[config.mk]
export PLATFORM = sky130hd
export DESIGN_NAME = scatter_top
export DESIGN_NICKNAME = d
export VERILOG_FILES = /design/src/rtl/scatter_pkg.sv /design/src/rtl/scatter_ifs.sv /design/src/rtl/ctrl_regs.sv /design/src/rtl/session_opener.sv /design/src/rtl/tx_engine.sv /design/src/rtl/tx_stats.sv /design/src/rtl/scatter_top.sv
export SDC_FILE = /design/constraint.sdc
export NUM_CORES = 1
export LEC_CHECK = 0
export BUFFER_PORTS_ARGS = -buffer_cell sky130_fd_sc_hd__clkbuf_2
export CAP_MARGIN = 20
export CELL_PAD_IN_SITES_DETAIL_PLACEMENT = 0
export CELL_PAD_IN_SITES_GLOBAL_PLACEMENT = 1
export CORE_MARGIN = 8
export CORE_UTILIZATION = 40
export CTS_CLUSTER_DIAMETER = 120
export DETAILED_ROUTE_END_ITERATION = 7
export PLACE_DENSITY = 0.7
export SLEW_MARGIN = 20
export SYNTH_ARGS = -nofsm -noshare
export SYNTH_HDL_FRONTEND = slang
export SYNTH_HIERARCHICAL = 1
export SYNTH_SLANG_ARGS = --single-unit
[constraint.sdc]
create_clock -name ap_clk -period 5.01 [get_ports ap_clk]
set_input_delay 0.501 -clock ap_clk [delete_from_list [all_inputs] [get_ports ap_clk]]
set_output_delay 0.501 -clock ap_clk [all_outputs]
set_load 0.02 [all_outputs]
[src/rtl/scatter_pkg.sv]
/*
  Shared widths, register map and state encodings for the scatter client.
  Width constants give the defaults only; the top level passes DATA_WIDTH
  and MAX_SESSIONS down as module parameters.
*/
package scatter_pkg;

  localparam int DATA_WIDTH     = 64;
  localparam int KEEP_WIDTH     = DATA_WIDTH / 8;
  localparam int REG_WIDTH      = 32;
  localparam int REG_ADDR_WIDTH = 5;
  localparam int MAX_SESSIONS   = 8;
  localparam int SESSION_WIDTH  = 16;
  localparam int IP_WIDTH       = 32;
  localparam int PORT_WIDTH     = 16;

  // register word addresses
  typedef enum logic [REG_ADDR_WIDTH-1:0] {
    REG_CTRL      = 5'd0,
    REG_USE_CONN  = 5'd1,
    REG_BASE_IP   = 5'd2,
    REG_BASE_PORT = 5'd3,
    REG_PKG_WORDS = 5'd4,
    REG_PKG_NUM   = 5'd5,
    REG_TX_CMD    = 5'd8,   // read-only from here on
    REG_TX_PKG    = 5'd9,
    REG_STS_GOOD  = 5'd10,
    REG_STS_BAD   = 5'd11,
    REG_BYTES_LO  = 5'd12,
    REG_BYTES_HI  = 5'd13,
    REG_CYCLES    = 5'd14,
    REG_STALL     = 5'd15,
    REG_OPEN_OK   = 5'd16
  } reg_addr_e;

  typedef enum logic [1:0] {OPEN_IDLE, OPEN_REQ, OPEN_WAIT} open_state_e;
  typedef enum logic [1:0] {TX_IDLE, TX_META, TX_DATA, TX_DONE} tx_state_e;

  localparam int OPEN_OK_BIT = 16;  // success flag above the session id
  localparam int TX_ERR_MSB  = 63;
  localparam int TX_ERR_LSB  = 62;  // zero error field means good

endpackage

[src/rtl/scatter_ifs.sv]
/*
  Internal bundles of the scatter client.
  scatter_cfg_if carries the run configuration, session_if the session table
  and tx_stats_if the statistics counters. sess_id is a combinational table
  read at sess_idx.
*/
interface scatter_cfg_if import scatter_pkg::*; ();
  logic                  start;
  logic [15:0]           use_conn;
  logic [IP_WIDTH-1:0]   base_ip;
  logic [PORT_WIDTH-1:0] base_port;
  logic [15:0]           pkg_words;
  logic [REG_WIDTH-1:0]  pkg_num;
  logic                  done;

  modport ctrl   (output start, use_conn, base_ip, base_port, pkg_words, pkg_num, input done);
  modport opener (input start, use_conn, base_ip, base_port);
  modport engine (input pkg_words, pkg_num, output done);
endinterface

interface session_if import scatter_pkg::*; #(
  parameter int MAX_SESSIONS = scatter_pkg::MAX_SESSIONS
) ();
  logic                              open_done;
  logic [$clog2(MAX_SESSIONS+1)-1:0] sess_count;
  logic [$clog2(MAX_SESSIONS)-1:0]   sess_idx;
  logic [SESSION_WIDTH-1:0]          sess_id;

  modport tbl     (output open_done, sess_count, sess_id, input sess_idx);
  modport user    (input open_done, sess_count, sess_id, output sess_idx);
  modport monitor (input sess_count);
endinterface

interface tx_stats_if import scatter_pkg::*; ();
  logic [REG_WIDTH-1:0] cmd_cnt;
  logic [REG_WIDTH-1:0] pkg_cnt;
  logic [REG_WIDTH-1:0] sts_good;
  logic [REG_WIDTH-1:0] sts_bad;
  logic [47:0]          bytes;
  logic [REG_WIDTH-1:0] cycles;
  logic [REG_WIDTH-1:0] stall_cnt;
  logic [REG_WIDTH-1:0] open_ok;

  modport counter (output cmd_cnt, pkg_cnt, sts_good, sts_bad, bytes, cycles, stall_cnt);
  modport reader  (input cmd_cnt, pkg_cnt, sts_good, sts_bad, bytes, cycles, stall_cnt,
                   output open_ok);
endinterface

[src/rtl/ctrl_regs.sv]
/*
  Host register file with kernel style start, idle and done.
  Writes land at the next edge; reads are combinational.
  A start (bit 0 of REG_CTRL) is taken only while idle, other REG_CTRL
  writes are dropped. use_conn is clamped to MAX_SESSIONS toward the opener,
  the register itself reads back what was written.
*/
module ctrl_regs import scatter_pkg::*; #(
  parameter int MAX_SESSIONS = scatter_pkg::MAX_SESSIONS
) (
  input  logic                      ap_clk,
  input  logic                      ap_rst_n,
  input  logic                      reg_wr_en,
  input  logic [REG_ADDR_WIDTH-1:0] reg_wr_addr,
  input  logic [REG_WIDTH-1:0]      reg_wr_data,
  input  logic [REG_ADDR_WIDTH-1:0] reg_rd_addr,
  output logic [REG_WIDTH-1:0]      reg_rd_data,
  output logic                      idle,
  scatter_cfg_if.ctrl               cfg,
  tx_stats_if.reader                stats,
  session_if.monitor                sess
);

  logic [REG_WIDTH-1:0] use_conn_q;
  logic [REG_WIDTH-1:0] base_ip_q;
  logic [REG_WIDTH-1:0] base_port_q;
  logic [REG_WIDTH-1:0] pkg_words_q;
  logic [REG_WIDTH-1:0] pkg_num_q;
  logic                 start_q;
  logic                 idle_q;
  logic                 start_wr;

  assign start_wr = reg_wr_en && reg_wr_addr == REG_CTRL && reg_wr_data[0] && idle;
  assign idle     = idle_q | cfg.done;  // rises together with done

  always_ff @(posedge ap_clk) begin
    if (!ap_rst_n) begin
      use_conn_q  <= '0;
      base_ip_q   <= '0;
      base_port_q <= '0;
      pkg_words_q <= '0;
      pkg_num_q   <= '0;
      start_q     <= 1'b0;
      idle_q      <= 1'b1;
    end else begin
      start_q <= start_wr;  // one-cycle pulse
      if (start_wr) begin
        idle_q <= 1'b0;
      end else if (cfg.done) begin
        idle_q <= 1'b1;
      end
      if (reg_wr_en) begin
        case (reg_addr_e'(reg_wr_addr))
          REG_USE_CONN:  use_conn_q  <= reg_wr_data;
          REG_BASE_IP:   base_ip_q   <= reg_wr_data;
          REG_BASE_PORT: base_port_q <= reg_wr_data;
          REG_PKG_WORDS: pkg_words_q <= reg_wr_data;
          REG_PKG_NUM:   pkg_num_q   <= reg_wr_data;
          default: ;                 // control and read-only words
        endcase
      end
    end
  end

  assign cfg.start     = start_q;
  assign cfg.use_conn  = (use_conn_q > REG_WIDTH'(MAX_SESSIONS)) ? 16'(MAX_SESSIONS)
                                                                 : use_conn_q[15:0];
  assign cfg.base_ip   = base_ip_q;
  assign cfg.base_port = base_port_q[PORT_WIDTH-1:0];
  assign cfg.pkg_words = pkg_words_q[15:0];
  assign cfg.pkg_num   = pkg_num_q;

  assign stats.open_ok = REG_WIDTH'(sess.sess_count);  // sessions that opened

  always_comb begin
    reg_rd_data = '0;
    case (reg_addr_e'(reg_rd_addr))
      REG_CTRL:      reg_rd_data = REG_WIDTH'({idle, cfg.done, cfg.start});
      REG_USE_CONN:  reg_rd_data = use_conn_q;
      REG_BASE_IP:   reg_rd_data = base_ip_q;
      REG_BASE_PORT: reg_rd_data = base_port_q;
      REG_PKG_WORDS: reg_rd_data = pkg_words_q;
      REG_PKG_NUM:   reg_rd_data = pkg_num_q;
      REG_TX_CMD:    reg_rd_data = stats.cmd_cnt;
      REG_TX_PKG:    reg_rd_data = stats.pkg_cnt;
      REG_STS_GOOD:  reg_rd_data = stats.sts_good;
      REG_STS_BAD:   reg_rd_data = stats.sts_bad;
      REG_BYTES_LO:  reg_rd_data = stats.bytes[31:0];
      REG_BYTES_HI:  reg_rd_data = REG_WIDTH'(stats.bytes[47:32]);
      REG_CYCLES:    reg_rd_data = stats.cycles;
      REG_STALL:     reg_rd_data = stats.stall_cnt;
      REG_OPEN_OK:   reg_rd_data = stats.open_ok;
      default:       reg_rd_data = '0;
    endcase
  end

endmodule

[src/rtl/session_opener.sv]
/*
  Opens use_conn connections to base_ip+i on base_port and records the
  session id of every successful open, in status arrival order.
  Statuses may come back in any order. use_conn must be 1 or more.
  MAX_SESSIONS must be at least 2.
*/
module session_opener import scatter_pkg::*; #(
  parameter int MAX_SESSIONS = scatter_pkg::MAX_SESSIONS
) (
  input  logic                           ap_clk,
  input  logic                           ap_rst_n,
  input  logic                           open_conn_tready,
  input  logic                           open_status_tvalid,
  input  logic [23:0]                    open_status_tdata,
  output logic                           open_conn_tvalid,
  output logic [PORT_WIDTH+IP_WIDTH-1:0] open_conn_tdata,
  output logic                           open_status_tready,
  scatter_cfg_if.opener                  cfg,
  session_if.tbl                         sess
);

  localparam int IDX_W = $clog2(MAX_SESSIONS);
  localparam int CNT_W = $clog2(MAX_SESSIONS + 1);

  open_state_e              state;
  logic [15:0]              req_cnt;
  logic [15:0]              sts_cnt;
  logic [CNT_W-1:0]         ok_cnt;
  logic                     open_done_q;
  logic                     sts_take;
  logic [SESSION_WIDTH-1:0] sess_tab [MAX_SESSIONS];

  assign open_conn_tvalid   = (state == OPEN_REQ);
  assign open_conn_tdata    = {cfg.base_port, cfg.base_ip + IP_WIDTH'(req_cnt)};
  assign open_status_tready = 1'b1;
  assign sts_take           = open_status_tvalid && state != OPEN_IDLE;

  assign sess.open_done  = open_done_q;
  assign sess.sess_count = ok_cnt;
  assign sess.sess_id    = sess_tab[sess.sess_idx];  // combinational lookup

  always_ff @(posedge ap_clk) begin
    if (!ap_rst_n) begin
      state       <= OPEN_IDLE;
      req_cnt     <= '0;
      sts_cnt     <= '0;
      ok_cnt      <= '0;
      open_done_q <= 1'b0;
    end else begin
      open_done_q <= 1'b0;
      case (state)
        OPEN_IDLE: if (cfg.start) begin
          state   <= OPEN_REQ;
          req_cnt <= '0;
          sts_cnt <= '0;
          ok_cnt  <= '0;
        end
        OPEN_REQ: if (open_conn_tready) begin
          req_cnt <= req_cnt + 1'b1;
          if (req_cnt + 1'b1 == cfg.use_conn) state <= OPEN_WAIT;  // last request out
        end
        OPEN_WAIT: ;
        default: state <= OPEN_IDLE;
      endcase
      if (sts_take) begin
        sts_cnt <= sts_cnt + 1'b1;
        if (open_status_tdata[OPEN_OK_BIT]) ok_cnt <= ok_cnt + 1'b1;
        if (sts_cnt + 1'b1 == cfg.use_conn) begin  // every status is back
          open_done_q <= 1'b1;
          state       <= OPEN_IDLE;
        end
      end
    end
  end

  // append successful sessions, failures leave no entry
  always_ff @(posedge ap_clk) begin
    if (sts_take && open_status_tdata[OPEN_OK_BIT]) begin
      sess_tab[ok_cnt[IDX_W-1:0]] <= open_status_tdata[SESSION_WIDTH-1:0];
    end
  end

endmodule

[src/rtl/tx_engine.sv]
/*
  Sends pkg_num packets round robin over the open sessions.
  Each packet is one metadata beat, then pkg_words full data words.
  Word j of packet p carries p in bits 63:32 and j in bits 31:0, so
  DATA_WIDTH must be at least 64. pkg_words must be 1 or more.
*/
module tx_engine import scatter_pkg::*; #(
  parameter int DATA_WIDTH = scatter_pkg::DATA_WIDTH
) (
  input  logic                    ap_clk,
  input  logic                    ap_rst_n,
  input  logic                    tx_meta_tready,
  input  logic                    tx_data_tready,
  output logic                    tx_meta_tvalid,
  output logic [SESSION_WIDTH+15:0] tx_meta_tdata,
  output logic                    tx_data_tvalid,
  output logic [DATA_WIDTH-1:0]   tx_data_tdata,
  output logic [DATA_WIDTH/8-1:0] tx_data_tkeep,
  output logic                    tx_data_tlast,
  scatter_cfg_if.engine           cfg,
  session_if.user                 sess
);

  tx_state_e            state;
  logic [REG_WIDTH-1:0] pkt_cnt;
  logic [15:0]          word_cnt;

  assign tx_meta_tvalid = (state == TX_META);
  assign tx_meta_tdata  = {cfg.pkg_words[12:0], 3'b000, sess.sess_id};  // bytes, session
  assign tx_data_tvalid = (state == TX_DATA);
  assign tx_data_tdata  = DATA_WIDTH'({pkt_cnt, 16'd0, word_cnt});
  assign tx_data_tkeep  = '1;                                           // full words only
  assign tx_data_tlast  = (word_cnt == cfg.pkg_words - 1'b1);
  assign cfg.done       = (state == TX_DONE);

  always_ff @(posedge ap_clk) begin
    if (!ap_rst_n) begin
      state         <= TX_IDLE;
      pkt_cnt       <= '0;
      word_cnt      <= '0;
      sess.sess_idx <= '0;
    end else begin
      case (state)
        TX_IDLE: if (sess.open_done) begin
          pkt_cnt       <= '0;
          word_cnt      <= '0;
          sess.sess_idx <= '0;
          // nothing to send still gives a done pulse
          state <= (cfg.pkg_num == '0 || sess.sess_count == '0) ? TX_DONE : TX_META;
        end
        TX_META: if (tx_meta_tready) state <= TX_DATA;
        TX_DATA: if (tx_data_tready) begin
          word_cnt <= word_cnt + 1'b1;
          if (tx_data_tlast) begin
            word_cnt <= '0;
            pkt_cnt  <= pkt_cnt + 1'b1;
            if (sess.sess_idx + 1'b1 == sess.sess_count) begin  // wrap the session ring
              sess.sess_idx <= '0;
            end else begin
              sess.sess_idx <= sess.sess_idx + 1'b1;
            end
            state <= (pkt_cnt + 1'b1 == cfg.pkg_num) ? TX_DONE : TX_META;
          end
        end
        TX_DONE: state <= TX_IDLE;  // done is this single cycle
        default: state <= TX_IDLE;
      endcase
    end
  end

endmodule

[src/rtl/tx_stats.sv]
/*
  Transmit statistics, cleared by the start pulse.
  Bytes count the set tkeep bits of accepted data beats in 48 bits.
  Other counters are 32 bits and wrap.
*/
module tx_stats import scatter_pkg::*; #(
  parameter int DATA_WIDTH = scatter_pkg::DATA_WIDTH
) (
  input  logic                    ap_clk,
  input  logic                    ap_rst_n,
  input  logic                    start,
  input  logic                    idle,
  input  logic                    tx_meta_tvalid,
  input  logic                    tx_meta_tready,
  input  logic                    tx_data_tvalid,
  input  logic                    tx_data_tready,
  input  logic [DATA_WIDTH/8-1:0] tx_data_tkeep,
  input  logic                    tx_data_tlast,
  input  logic                    tx_status_tvalid,
  input  logic [TX_ERR_MSB:0]     tx_status_tdata,
  tx_stats_if.counter             stats
);

  logic data_fire;

  assign data_fire = tx_data_tvalid && tx_data_tready;

  always_ff @(posedge ap_clk) begin
    if (!ap_rst_n || start) begin
      stats.cmd_cnt   <= '0;
      stats.pkg_cnt   <= '0;
      stats.sts_good  <= '0;
      stats.sts_bad   <= '0;
      stats.bytes     <= '0;
      stats.cycles    <= '0;
      stats.stall_cnt <= '0;
    end else begin
      if (tx_meta_tvalid && tx_meta_tready) stats.cmd_cnt <= stats.cmd_cnt + 1'b1;
      if (data_fire && tx_data_tlast) stats.pkg_cnt <= stats.pkg_cnt + 1'b1;
      if (data_fire) stats.bytes <= stats.bytes + 48'($countones(tx_data_tkeep));
      if (tx_status_tvalid) begin  // status is always accepted
        if (tx_status_tdata[TX_ERR_MSB:TX_ERR_LSB] == '0) begin
          stats.sts_good <= stats.sts_good + 1'b1;
        end else begin
          stats.sts_bad <= stats.sts_bad + 1'b1;
        end
      end
      if (!idle) stats.cycles <= stats.cycles + 1'b1;  // run length
      if (tx_data_tvalid && !tx_data_tready) stats.stall_cnt <= stats.stall_cnt + 1'b1;
    end
  end

endmodule

[src/rtl/scatter_top.sv]
/*
  TCP scatter benchmark client top level.
  The host uses a plain register write strobe and a combinational read port.
  All stack streams are valid/ready; open and tx status are always accepted.
*/
module scatter_top import scatter_pkg::*; #(
  parameter int DATA_WIDTH   = scatter_pkg::DATA_WIDTH,
  parameter int MAX_SESSIONS = scatter_pkg::MAX_SESSIONS
) (
  input  logic                           ap_clk,
  input  logic                           ap_rst_n,
  input  logic                           reg_wr_en,
  input  logic [REG_ADDR_WIDTH-1:0]      reg_wr_addr,
  input  logic [REG_WIDTH-1:0]           reg_wr_data,
  input  logic [REG_ADDR_WIDTH-1:0]      reg_rd_addr,
  output logic [REG_WIDTH-1:0]           reg_rd_data,
  output logic                           idle,
  output logic                           done,
  output logic                           open_conn_tvalid,
  input  logic                           open_conn_tready,
  output logic [PORT_WIDTH+IP_WIDTH-1:0] open_conn_tdata,
  input  logic                           open_status_tvalid,
  output logic                           open_status_tready,
  input  logic [23:0]                    open_status_tdata,
  output logic                           tx_meta_tvalid,
  input  logic                           tx_meta_tready,
  output logic [SESSION_WIDTH+15:0]      tx_meta_tdata,
  output logic                           tx_data_tvalid,
  input  logic                           tx_data_tready,
  output logic [DATA_WIDTH-1:0]          tx_data_tdata,
  output logic [DATA_WIDTH/8-1:0]        tx_data_tkeep,
  output logic                           tx_data_tlast,
  input  logic                           tx_status_tvalid,
  output logic                           tx_status_tready,
  input  logic [TX_ERR_MSB:0]            tx_status_tdata
);

  scatter_cfg_if                               cfg_if ();
  session_if #(.MAX_SESSIONS(MAX_SESSIONS))    sess_if ();
  tx_stats_if                                  stats_if ();

  assign done             = cfg_if.done;
  assign tx_status_tready = 1'b1;

  ctrl_regs #(.MAX_SESSIONS(MAX_SESSIONS)) ctrl_regs_inst (
    .ap_clk, .ap_rst_n,
    .reg_wr_en, .reg_wr_addr, .reg_wr_data,
    .reg_rd_addr, .reg_rd_data, .idle,
    .cfg   (cfg_if.ctrl),
    .stats (stats_if.reader),
    .sess  (sess_if.monitor)
  );

  session_opener #(.MAX_SESSIONS(MAX_SESSIONS)) session_opener_inst (
    .ap_clk, .ap_rst_n,
    .open_conn_tready, .open_status_tvalid, .open_status_tdata,
    .open_conn_tvalid, .open_conn_tdata, .open_status_tready,
    .cfg  (cfg_if.opener),
    .sess (sess_if.tbl)
  );

  tx_engine #(.DATA_WIDTH(DATA_WIDTH)) tx_engine_inst (
    .ap_clk, .ap_rst_n,
    .tx_meta_tready, .tx_data_tready,
    .tx_meta_tvalid, .tx_meta_tdata,
    .tx_data_tvalid, .tx_data_tdata, .tx_data_tkeep, .tx_data_tlast,
    .cfg  (cfg_if.engine),
    .sess (sess_if.user)
  );

  tx_stats #(.DATA_WIDTH(DATA_WIDTH)) tx_stats_inst (
    .ap_clk, .ap_rst_n,
    .start (cfg_if.start),  // clears the counters
    .idle,
    .tx_meta_tvalid, .tx_meta_tready,
    .tx_data_tvalid, .tx_data_tready, .tx_data_tkeep, .tx_data_tlast,
    .tx_status_tvalid, .tx_status_tdata,
    .stats (stats_if.counter)
  );

endmodule

== Word-level counts from Yosys, hierarchy flattened ==
Memories as Yosys holds them, arrays and structs flattened. A register that Yosys moved wholly into a read port is not among the register bits.
Cells that the tools add are included.
Word-level totals
  memories: 1
  flip-flop bits (word level): 494
  word-level logic and storage cells: 161
  bits in writable memories: 128
  output and inout port bits: 192
  input port bits: 138
Operators by class
  mux-type cells: 44
  bitwise gates (word level): 2
  add/sub/neg operators: 16
  eq/ne operators: 35
  reductions and logical operators: 39
  order comparisons: 1
Memories
  session_opener_inst.sess_tab: depth 8, bits a word 16, read ports 1, clocked after memory_dff 1, write ports 1, line session_opener.sv:31  | logic [SESSION_WIDTH-1:0] sess_tab [MAX_SESSIONS];
Operators with widths (number)
  $pmux W32 S15: 1
  $add A32 B1 Y32 const B: 7
  $mux W16: 8
  $mux W32: 3
  $pmux W16 S2: 2
  $pmux W32 S2: 1
  $add A16 B1 Y16 const B: 3
  $add A48 B4 Y48 const B: 1
  $eq A16 B16 Y1: 3
  $eq A5 B4 Y1 const B: 8
  $add A32 B16 Y32: 1
  $eq A32 B32 Y1: 1
  $gt A32 B4 Y1 const B: 1
  $logic_not A32 Y1: 1
  $mux W2: 11
  $eq A5 B2 Y1 const B: 4
  $eq A5 B3 Y1 const B: 4
  $mux W3: 6
  $reduce_and A2 Y1: 9
  $mux W4: 4
  $sub A16 B1 Y16 const B: 1
  $reduce_bool A2 Y1: 6
  $eq A5 B1 Y1 const B: 2
  $logic_not A5 Y1: 2
  other kinds (22): 47

== Longest topological paths before layout ==
  depth in word-level cells: 8
  gate-level depth with buffers: 18
  depth with buffers taken out: 15

== Cells and area by module ==
The synthesis kept the hierarchy.
Modules (own cells, without submodules)
  tx_stats: instances 1, cells each 1281, area an instance 11083.1 sq um
  ctrl_regs: instances 1, cells each 1286, area an instance 10141.0 sq um
  session_opener: instances 1, cells each 721, area an instance 8774.7 sq um
  tx_engine: instances 1, cells each 664, area an instance 5066.1 sq um
  scatter_top: instances 1, cells each 2, area an instance 11.3 sq um

== Worst setup path after synthesis ==
OpenSTA, ideal clock, no wires.
  path kind: register to register
  start point: register ctrl_regs_inst.pkg_words_q[0]
  end point: register tx_stats_inst.stats.pkg_cnt[31]
  path slack: 1174 ps
  stages on the path, launching flop included: 19
  data required time: 4940 ps
  library setup time: 70 ps
  period minus slack after synthesis: 3836 ps
  data arrival time: 3765 ps
  cell sequence: dfxtp_1 -> buf_4 -> inv_1 -> ha_1 -> buf_2 -> or3b_2 -> nor4_1 -> xnor2_1 -> nand4bb_1 -> nor4b_1 -> nand2b_1 -> buf_2 -> inv_2 -> and4_1 -> and4_1 -> buf_4 -> nand4_1 -> or3_1 -> a21oi_1
Between the ends
  cells in the longest elaborated chain, start to end: 3
Ends and longest elaborated chain
  start: declaration: line ctrl_regs.sv:27  | logic [REG_WIDTH-1:0] pkg_words_q;
  start signal: assignment: line ctrl_regs.sv:57  | REG_PKG_WORDS: pkg_words_q <= reg_wr_data;
  $sub A16 B1 Y16: line tx_engine.sv:33  | assign tx_data_tlast = (word_cnt == cfg.pkg_words - 1'b1);
  $eq A16 B16 Y1: line tx_engine.sv:33
  net tx_data_tlast: line scatter_top.sv:32  | output logic tx_data_tlast,
  $logic_and A1 B1 Y1: line tx_stats.sv:39  | if (data_fire && tx_data_tlast) stats.pkg_cnt <= stats.pkg_cnt + 1'b1;
  end signal: assignment: line tx_stats.sv:39
  end: declaration: line scatter_ifs.sv:44  | modport counter (output cmd_cnt, pkg_cnt, sts_good, sts_bad, bytes, cycles, stall_cnt);
The timed path passes the listed nets, and every way through them passes these cells.
A chain may end at the register's enable or synchronous reset.

== Worst setup path after layout ==
  start point: register ctrl_regs_inst.pkg_words_q[0]
  end point: register tx_stats_inst.stats.pkg_cnt[31]
Between the ends
  cells in the longest elaborated chain, start to end: 3
Ends and longest elaborated chain (line)
  $sub A16 B1 Y16: tx_engine.sv:33
  $eq A16 B16 Y1: tx_engine.sv:33
  $logic_and A1 B1 Y1: tx_stats.sv:39
Every way passes these cells.

==> results.ini <==
[run_status]
status = complete, no violations

[setup_path]
crit_family = simple AND/OR/NAND/NOR gates
crit_buf_inv = 2
cpPeakStageDelay_ps = 640
cp.arrival_ps = 5010
criticalPathCategory = reg2reg
cp_max_fo = 10
worstPathRequired_ps = 5590
cpMaxStageDelayCell = and4_1
cp-start-kind = register
cp-end-kind = register
worstPathCellList = inv_1 -> ha_1 -> or3b_2 -> nor4_1 -> xnor2_1 -> nand4bb_1 -> nor4b_1 -> nand2b_1 -> inv_2 -> and4_1 -> and4_1 -> nand4_1 -> or3_1 -> a21oi_1
cpMostUsedCell = and4_1
r2r_slack_ps = 580

[sta]
skew_ps = 46.73
setup_viol = 0
tightest_slew_ps = 1111
period_needed_ps = 4430
rsz0062_at_grt = no
max_freq_mhz = 225.7
whs_ps = 119.8
hold_viol_final = 0
slew_violations = 0
layout_setup_ws_ps = 579.7
fin_setup_tns_ps = 0
maxSlewHeadroom_pct = 25.83
fin_crit_sh_pct = 88.43

[floorplanning]
die_height_um = 311.1
start_util_pct = 40.28
ios = 330
row_count = 108
coreArea_mm2 = 0.08648
fp.dieW_um = 311.1
dieArea_mm2 = 0.09679

[grt]
overflow = 0
grt_util_met2_pct = 40.34
grt_pass1_wl_mm = 193.5
grt_max_degree = 108
top_usage_layer = met2
use_met3_pct = 4.787
antenna_found_initial = 9
grt_pass1_vias = 27830
grt_util_all_layers_pct = 26.11
grtUsageMet1_pct = 35.89

[drt]
drc = 0
vias = 30480
drt-initial-drc-count = 3423
viasPerCell = 5.857
dr.pass1.iters = 7
ant_nets = 0
wl_mm = 132.9
routedWlPerCell_um = 25.53

[flow_run]
drv_cap = 0

[place]
dp.final_hpwl_mm = 100.3
numPlacedInstances = 5066
io_buffers = 231
gp_congestion = 0.9745
place_ws_ps = 651.0

[pwr]
total_power_mw = 11.17
irDropWorstVdd_uv = 218.7
powerDensity_mw_per_mm2 = 288.3
power_leakage_nw = 13.83

[clock_tree]
post-cts-setup-buffers = 0
clkSlewWorstSetupHoldPaths_ps = 70
clock_sink_count = 622
htreeDepth = 3
cts_buffers = 74
cts_root_buf = clkbuf_16
clockBufferDepth = 3
holdBufCountCts = 0
clk-insertion-delay-late_ps = 660
cts_resized = 0
cts_tree = done

[finish]
post_route_cells_drive_above_1_share_pct = 14.22
nNetsFinal = 4169
fillers = 8479
instances_no_fill = 5204
synthToLayoutAreaGrowth_pct = 11.20

[min_path]
hp-class = in2reg

[synth]
syn_area_per_cell_um2 = 8.882
syn_inst = 3922
ys_warn_count = 6
netlist_area_mm2 = 0.03484

[sequential cells by signal (all words and copies together) (netlist names), 2 cells and up]
signal and flops:
ctrl_regs_inst/base_port_q 32, ctrl_regs_inst/cfg.base_ip 32, ctrl_regs_inst/cfg.pkg_num 32, ctrl_regs_inst/pkg_words_q 32
ctrl_regs_inst/use_conn_q 32, session_opener_inst/req_cnt 16, session_opener_inst/sess.sess_count 4, session_opener_inst/sess_tab 128
session_opener_inst/state 2, session_opener_inst/sts_cnt 16, tx_engine_inst/pkt_cnt 32, tx_engine_inst/sess.sess_idx 3
tx_engine_inst/state 2, tx_engine_inst/word_cnt 16, tx_stats_inst/stats.bytes 48, tx_stats_inst/stats.cmd_cnt 32
tx_stats_inst/stats.cycles 32, tx_stats_inst/stats.pkg_cnt 32, tx_stats_inst/stats.stall_cnt 32, tx_stats_inst/stats.sts_bad 32
tx_stats_inst/stats.sts_good 32
[metrics by stage]
stage | instance area, um^2 | util, %
global route | 38730 | 44.79
floorplan | 34970 | -
detailed placement | 36210 | 41.87
CTS | 38720 | 44.78
finish | 38740 | 44.79
global placement | 36210 | 41.87
[layout by cell type, fill, tap and decap left out, types with 35 or more instances in the layout]
cell type	instances
nand2_1	498
dfxtp_1	493
nor2_1	358
clkbuf_2	228
xor2_1	173
xnor2_1	163
nand3_1	149
a21oi_1	145
nand4_1	128
edfxtp_1	128
a21boi_0	90
mux2i_1	88
o21ai_0	87
nor3_1	82
and3_1	78
clkbuf_16	75
a21boi_1	71
inv_1	69
buf_4	62
a22oi_1	60
or3_1	52
nor4_1	49
conb_1	41
ha_1	38
mux2_2	35
[worst paths after layout]
path / startpoint / cells past startpoint / to
setup reg to reg: ctrl_regs_inst/pkg_words_q[0] / 14 / tx_stats_inst/stats.pkg_cnt[31]
hold reg to reg: ctrl_regs_inst/base_port_q[31] / 2 / ctrl_regs_inst/base_port_q[31]
setup / recovery: ctrl_regs_inst/pkg_words_q[0] / 14 / tx_stats_inst/stats.pkg_cnt[31]
hold / removal: open_status_tdata[5] / 1 / session_opener_inst/sess_tab[1][5]
[cell type report]
cell class / instances / area, um^2 / area share, %
inverter: 72 / 296.5 / 0.7655
clock buffer: 113 / 2200 / 5.678
tap: 1155 / 1445 / 3.731
antenna: 4 / 10.01 / 0.02584
multi-input combinational: 2925 / 19110 / 49.33
timing repair buffer: 292 / 1632 / 4.212
clock inverter: 21 / 311.5 / 0.8043
sequential: 622 / 13730 / 35.46
[metal layers]
layer,up-vias,share of wire (%)
met5,-,0.031
met4,6,4.1
met3,242,8.0
met2,1319,44
met1,14820,43
li1,14100,-
[where the power goes]
group	leakage, nW	switching [mW]	internal (mW)
logic	7.48	0.366	0.154
clock network	1.22	2.32	3.18
registers	5.13	0.0261	5.12
total	13.8	2.71	8.46
No activity file was read; power rests on OpenSTA's default activity.
